[config.mk]
export PLATFORM = sky130hd
export DESIGN_NAME = fetch_top
export DESIGN_NICKNAME = d
export VERILOG_FILES = /design/src/logic/fetch_pkg.sv /design/src/logic/fetch_ctrl.sv /design/src/logic/fetch_top.sv /design/src/logic/icache.sv /design/src/logic/mem_arbiter.sv
export SDC_FILE = /design/constraint.sdc
export NUM_CORES = 1
export LEC_CHECK = 0
export BUFFER_PORTS_ARGS = -buffer_cell sky130_fd_sc_hd__buf_2
export CORE_UTILIZATION = 35
export DETAILED_ROUTE_END_ITERATION = 10
export PLACE_DENSITY = 0.5
export SLEW_MARGIN = 20
export SYNTH_ARGS = -nofsm -noshare
export SYNTH_HDL_FRONTEND = slang
export SYNTH_HIERARCHICAL = 1
export SYNTH_SLANG_ARGS = --single-unit
[constraint.sdc]
create_clock -name CLK -period 8.2 [get_ports CLK]
set_clock_uncertainty 0.15 [all_clocks]
set_input_delay 0.41 -clock CLK [delete_from_list [all_inputs] [get_ports CLK]]
set_output_delay 0.41 -clock CLK [all_outputs]
set_load 0.05 [all_outputs]
[src/logic/fetch_pkg.sv]
package fetch_pkg;

  // one machine word
  // instructions, memory data and byte addresses all use it
  typedef logic [31:0] word_t;

  // byte offset bits inside a word address
  localparam int BYTE_OFF_W = 2;

  // default number of index bits in the instruction cache
  // gives 2**4 = 16 one-word lines
  localparam int IIDX_W_DEF = 4;

  // default program counter after reset
  localparam word_t RESET_PC_DEF = 32'h0000_0000;

  // pc step for sequential fetch, one word in bytes
  localparam word_t PC_STEP = word_t'(1) << BYTE_OFF_W;

endpackage

[src/logic/fetch_ctrl.sv]
`timescale 1ns/1ps

module fetch_ctrl #(
  parameter fetch_pkg::word_t RESET_PC = fetch_pkg::RESET_PC_DEF
) (
  input  logic             CLK,
  input  logic             nRST,
  input  logic             run,
  input  logic             branch_valid,
  input  fetch_pkg::word_t branch_target,
  input  logic             ihit,
  input  fetch_pkg::word_t instr,
  output logic             imem_ren,
  output fetch_pkg::word_t imem_addr,
  output logic             instr_valid,
  output fetch_pkg::word_t instr_out,
  output fetch_pkg::word_t instr_pc
);
  import fetch_pkg::*;

  // two-state run control
  typedef enum logic {
    halted   = 1'b0,
    fetching = 1'b1
  } fetch_state_t;

  fetch_state_t state, nxt_state;
  word_t        pc, nxt_pc;

  // state and pc registers
  always_ff @(posedge CLK or negedge nRST) begin
    if (!nRST) begin
      state <= halted;
      pc    <= RESET_PC;
    end else begin
      state <= nxt_state;
      pc    <= nxt_pc;
    end
  end

  // run starts fetching on the next edge, dropping run halts at once
  always_comb begin
    nxt_state = state;
    case (state)
      halted:   if (run) nxt_state = fetching;
      fetching: if (!run) nxt_state = halted;
      default:  nxt_state = halted;
    endcase
  end

  // redirect wins over a sequential advance
  // a miss leaves the pc where it is until the refill lands
  always_comb begin
    nxt_pc = pc;
    if (branch_valid) begin
      nxt_pc = branch_target;
    end else if (ihit) begin
      nxt_pc = pc + PC_STEP;
    end
  end

  // request the instruction at the pc while running
  assign imem_ren  = (state == fetching) && run;
  assign imem_addr = pc;

  // the word under the pc is dropped in a branch cycle
  // that pc is on the wrong path
  assign instr_valid = ihit && !branch_valid;
  assign instr_out   = instr;
  assign instr_pc    = pc;

endmodule

[src/logic/fetch_top.sv]
`timescale 1ns/1ps

module fetch_top #(
  parameter int               IIDX_W   = fetch_pkg::IIDX_W_DEF,
  parameter fetch_pkg::word_t RESET_PC = fetch_pkg::RESET_PC_DEF
) (
  input  logic             CLK,
  input  logic             nRST,
  input  logic             run,
  input  logic             branch_valid,
  input  fetch_pkg::word_t branch_target,
  input  logic             dren,
  input  logic             dwen,
  input  fetch_pkg::word_t daddr,
  input  fetch_pkg::word_t dstore,
  input  fetch_pkg::word_t ram_load,
  input  logic             ram_wait,
  output logic             instr_valid,
  output fetch_pkg::word_t instr_out,
  output fetch_pkg::word_t instr_pc,
  output logic             dwait,
  output fetch_pkg::word_t dload,
  output logic             ram_ren,
  output logic             ram_wen,
  output fetch_pkg::word_t ram_addr,
  output fetch_pkg::word_t ram_store
);
  import fetch_pkg::*;

  // fetch control to cache
  logic  imem_ren;
  word_t imem_addr;
  logic  ihit;
  word_t instr;

  // cache refill to arbiter
  logic  iren;
  word_t iaddr;
  logic  iwait;
  word_t iload;

  fetch_ctrl #(.RESET_PC(RESET_PC)) u_ctrl (
    .CLK, .nRST, .run, .branch_valid, .branch_target, .ihit, .instr,
    .imem_ren, .imem_addr, .instr_valid, .instr_out, .instr_pc
  );

  icache #(.IIDX_W(IIDX_W)) u_icache (
    .CLK, .nRST, .imem_ren, .imem_addr, .iwait, .iload,
    .ihit, .instr, .iren, .iaddr
  );

  mem_arbiter u_arb (
    .iren, .iaddr, .iwait, .iload,
    .dren, .dwen, .daddr, .dstore, .dwait, .dload,
    .ram_load, .ram_wait, .ram_ren, .ram_wen, .ram_addr, .ram_store
  );

endmodule

[src/logic/icache.sv]
`timescale 1ns/1ps

module icache #(
  parameter int IIDX_W = fetch_pkg::IIDX_W_DEF
) (
  input  logic             CLK,
  input  logic             nRST,
  input  logic             imem_ren,
  input  fetch_pkg::word_t imem_addr,
  input  logic             iwait,
  input  fetch_pkg::word_t iload,
  output logic             ihit,
  output fetch_pkg::word_t instr,
  output logic             iren,
  output fetch_pkg::word_t iaddr
);
  import fetch_pkg::*;

  // address layout is tag | index | byte offset
  localparam int TAG_W  = 32 - IIDX_W - BYTE_OFF_W;
  localparam int NLINES = 1 << IIDX_W;

  typedef logic [TAG_W-1:0]  tag_t;
  typedef logic [IIDX_W-1:0] idx_t;

  // refill fsm
  typedef enum logic {
    idle = 1'b0,
    miss = 1'b1
  } icache_state_t;

  icache_state_t state, nxt_state;

  // line storage, one word per line
  logic  valid_q [NLINES];
  tag_t  tag_q   [NLINES];
  word_t data_q  [NLINES];

  // lookup fields of the fetch address
  tag_t  req_tag;
  idx_t  req_idx;

  // address of the line being refilled, held across the whole miss
  word_t miss_addr;
  tag_t  fill_tag;
  idx_t  fill_idx;
  logic  fill_en;

  assign req_tag = imem_addr[31 -: TAG_W];
  assign req_idx = imem_addr[BYTE_OFF_W +: IIDX_W];

  assign fill_tag = miss_addr[31 -: TAG_W];
  assign fill_idx = miss_addr[BYTE_OFF_W +: IIDX_W];

  // same-cycle hit on valid line with matching tag
  assign ihit  = imem_ren && valid_q[req_idx] && (tag_q[req_idx] == req_tag);
  assign instr = data_q[req_idx];

  // the line is written in the first cycle the memory answers
  assign fill_en = (state == miss) && !iwait;

  // refill request stays up for the whole miss state
  assign iren  = (state == miss);
  assign iaddr = miss_addr;

  always_comb begin
    nxt_state = state;
    case (state)
      idle:    if (imem_ren && !ihit) nxt_state = miss;
      miss:    if (!iwait) nxt_state = idle;
      default: nxt_state = idle;
    endcase
  end

  // state and valid bits start cleared
  always_ff @(posedge CLK or negedge nRST) begin
    if (!nRST) begin
      state <= idle;
      for (int i = 0; i < NLINES; i++) begin
        valid_q[i] <= 1'b0;
      end
    end else begin
      state <= nxt_state;
      if (fill_en) valid_q[fill_idx] <= 1'b1;
    end
  end

  // tag and data arrays and the refill address
  always_ff @(posedge CLK) begin
    // capture on entry so a later branch cannot move the refill
    if (state == idle && nxt_state == miss) miss_addr <= imem_addr;
    if (fill_en) begin
      tag_q[fill_idx]  <= fill_tag;
      data_q[fill_idx] <= iload;
    end
  end

endmodule

[src/logic/mem_arbiter.sv]
`timescale 1ns/1ps

module mem_arbiter (
  // instruction refill side
  input  logic             iren,
  input  fetch_pkg::word_t iaddr,
  output logic             iwait,
  output fetch_pkg::word_t iload,
  // data side
  input  logic             dren,
  input  logic             dwen,
  input  fetch_pkg::word_t daddr,
  input  fetch_pkg::word_t dstore,
  output logic             dwait,
  output fetch_pkg::word_t dload,
  // shared memory port
  input  fetch_pkg::word_t ram_load,
  input  logic             ram_wait,
  output logic             ram_ren,
  output logic             ram_wen,
  output fetch_pkg::word_t ram_addr,
  output fetch_pkg::word_t ram_store
);

  // data side owns the port whenever it asks
  logic d_own;

  assign d_own = dren || dwen;

  // only the data side writes
  // a write wins over a read raised in the same cycle
  assign ram_wen = dwen;
  assign ram_ren = !dwen && (dren || iren);

  // address from the owner
  assign ram_addr  = d_own ? daddr : iaddr;
  assign ram_store = dstore;

  // owner sees the memory wait, the other side waits
  always_comb begin
    dwait = 1'b1;
    iwait = 1'b1;
    if (d_own) begin
      dwait = ram_wait;
    end else if (iren) begin
      iwait = ram_wait;
    end
  end

  // load data goes to both
  // only the owner reads it, when its wait is low
  assign dload = ram_load;
  assign iload = ram_load;

endmodule

==> impl_metrics.csv <==
group,metric,value,unit
grt,track_usage,0.178,
worst_setup_path,worstPathRequired,8.59,ns
clock_tree,ctsResizeCount,0,
routing,vias,20100,
final_layout,fin_nets,2335,
sta,period_needed,6.09,ns
power,p_total,11.6,mW
synthesis,async_flop_share,0.0495,
clock_tree,cts_htree_levels,3,
worst_setup_path,cp_data_arrival_time,6.48,ns
synthesis,synthSimpleGateAreaFrac,0.0273,
routing,antenna_left,0,
grt,grt_pass1_vias,21100,
job,cap_violations,0,
final_layout,area_growth,14.5,%
clock_tree,clock_latency,0.68,ns
placed_design,io_buffers,234,
die,start_util,0.355,
synthesis,yosysTopAreaCell,"edfxtp_1",
clock_tree,root_buffer,"clkbuf_16",
sta,hold_viol_final,0,
final_layout,diodes,0,
routing,topRoutingLayerUsed,"met5",
clock_tree,postCtsSetupBuffers,0,
synthesis,synth-main-ff-cell,"edfxtp_1",
placed_design,gp_congestion,0.796,
sta,tightest_slew,1.02,ns
die,die-width,344,microns
clock_tree,clk_pin_slew,0.06,ns
die,row_count,124,
synthesis,synthAdderAreaFrac,0.000306,
synthesis,yosysWarnings,6,
die,core_area,115000,sq um
synthesis,ys_ff_latch,1010,
worst_setup_path,endpoint_kind,"register",
clock_tree,clockBufferDepth,3,
routing,wl_per_cell,27.5,microns
sta,rsz0062_at_grt,"no",
status,outcome,"complete, no violations",
sta,tns,0,ns
synthesis,synth_nets,2119,
routing,route.detailed.drc,0,
sta,timing.fmax,164,MHz
final_layout,final_common_cell,"edfxtp_1",
synthesis,ys_seq_area_frac,0.736,
clock_tree,cts_tree,"built",
synthesis,syn-instance-count,1983,
grt,grt_max_degree,91,
routing,wl_met2,49.7,mm
sta,finalSetupViolCount,0,
clock_tree,numCtsBuffers,105,
synthesis,synth_top_family_by_area,"multiplexers",
power,ir_drop,0.176,mV
die,die_h,344,microns
routing,drtIter0Drc,1500,
synthesis,synth_compound_area_frac,0.0200,
grt,grt_pass1_wl,150,mm
clock_tree,cts.sinks,1010,
power,p_per_area,249,nW/um^2
synthesis,synth_edf_count,960,
worst_setup_path,path_class,"reg2reg",
sta,slew_headroom,0.319,
routing,totalWireLength,105,mm
routing,met3_length,5.84,mm
synthesis,yosysTopAreaCellShare,0.706,
synthesis,synth.avg_cell_area,20.6,sq um
worst_setup_path,worstPathMaxFanout,90,
sta,hold_ws,0.0885,ns
routing,drt-met1-wl,46.6,mm
synthesis,synth_area,40900,sq um
sta,finalCritPeriodShare,0.743,
sta,final_max_slew_viol_count,0,
final_layout,drive_above_1_share,0.340,
min_path,min_path_type,"in2reg",
synthesis,synth_area_leaders,"edfxtp_1 (71%), mux4_2 (14%), dfrtp_1 (3.1%)",
routing,drt-vias-per-instance,5.28,
grt,antenna_found_initial,5,
grt,grt_remaining_overflow,0,
routing,first_pass_iters,5,
synthesis,muxShareOfSynthArea,0.165,
synthesis,synth_cell_types,67,
die,io_pins,299,
worst_setup_path,startpoint_type,"register",
final_layout,final_cell_mix,"edfxtp_1 (960), mux4_2 (249), buf_2 (234)",
power,p_leak,15.2,nW
synthesis,synthXorXnorAreaFrac,0.00879,
clock_tree,ctsHoldBuffers,67,
placed_design,hpwlAfterDp,58.8,mm
die,dieArea,118000,sq um
[registers in the layout, indices dropped and copies added (netlist names)]
name              cells
u_ctrl/imem_addr     32
u_ctrl/state          1
u_icache/data_q     512
u_icache/iaddr       32
u_icache/iren         1
u_icache/tag_q      416
u_icache/valid_q     16
[power breakdown]
| part | switching [mW] | total (mW) | internal (mW) |
|---|---|---|---|
| clock | 1.97 | 4.60 | 2.63 |
| sequential | 0.157 | 5.91 | 5.75 |
| combinational | 0.689 | 1.12 | 0.432 |
| total | 2.81 | 11.6 | 8.82 |
[metal layers]
layer  global-route usage  vias to the layer above
met5                    0                        -
met4               0.0481                        4
met3               0.0295                      155
met2                0.284                      672
met1                0.252                    10800
li1                     -                     8430
[per-stage QoR]
step | std cells | util | worst slack [ns] | area (sq um)
after floorplan | 1983 | - | 2.11 | 40900
after global placement | 3537 | 0.372 | 2.21 | 42800
after detailed placement | 3537 | 0.372 | 2.14 | 42800
after CTS | 3798 | 0.407 | 2.11 | 46800
after global routing | 3798 | 0.407 | 1.76 | 46800
final | 3798 | 0.407 | 2.11 | 46800
[logic make-up after synthesis]
group / Yosys count
compound gates: 109
buf+inv: 255
fa+ha+maj: 1
mux: 356
flops: 1010
simple gates: 211
xor+xnor: 41
[cell usage after synthesis, drive strengths merged (10+ instances only)]
library cell / number
a21oi: 11
a22oi: 16
buf: 217
clkbuf: 32
dfrtp: 50
edfxtp: 960
mux2: 43
mux2i: 64
mux4: 249
nand2: 56
nand3: 17
nand4: 11
nor2: 38
nor3: 10
o21ai: 22
or2: 18
or4: 10
xnor2: 25
xor2: 16
[critical path, stage by stage, from the launching register on]
cell and delay, ns:
dfrtp_4 0.86, buf_12 0.52, mux4_2 0.61, mux2i_1 0.25, xnor2_1 0.10, nor4_1 0.45
nand3_1 0.20, a221oi_2 0.43, and4_1 0.57, nand3_1 0.22, or3_1 0.60, o311a_1 0.41
or3_1 0.36
[cell type report]
| type | count | area (sq um) |
|---|---|---|
| Clock inverter | 60 | 478 |
| Fill cell | 10100 | 68200 |
| Timing Repair Buffer | 358 | 2310 |
| Tap cell | 1512 | 1890 |
| Inverter | 6 | 23.8 |
| Clock buffer | 134 | 2840 |
| Multi-Input combinational cell | 718 | 9170 |
| Sequential cell | 1010 | 30100 |
[final timing paths]
check,from,endpoint,slack [ns],depth (start not counted)
min in group asynchronous,nRST,u_ctrl/imem_addr[25]$_DFFE_PN0N_,0.29,3
max reg2reg,u_ctrl/imem_addr[2]$_DFFE_PN0N_,u_ctrl/imem_addr[25]$_DFFE_PN0N_,2.11,12
max in group asynchronous,nRST,u_ctrl/imem_addr[4]$_DFFE_PN0N_,7.07,3
min reg2reg,u_icache/valid_q[8]$_DFFE_PN0P_,u_icache/valid_q[8]$_DFFE_PN0P_,0.31,1
min,dren,u_icache/iren$_DFF_PN0_,0.09,4
max,u_ctrl/imem_addr[2]$_DFFE_PN0N_,u_ctrl/imem_addr[25]$_DFFE_PN0N_,2.11,12
(Power assumes the default switching activity.)
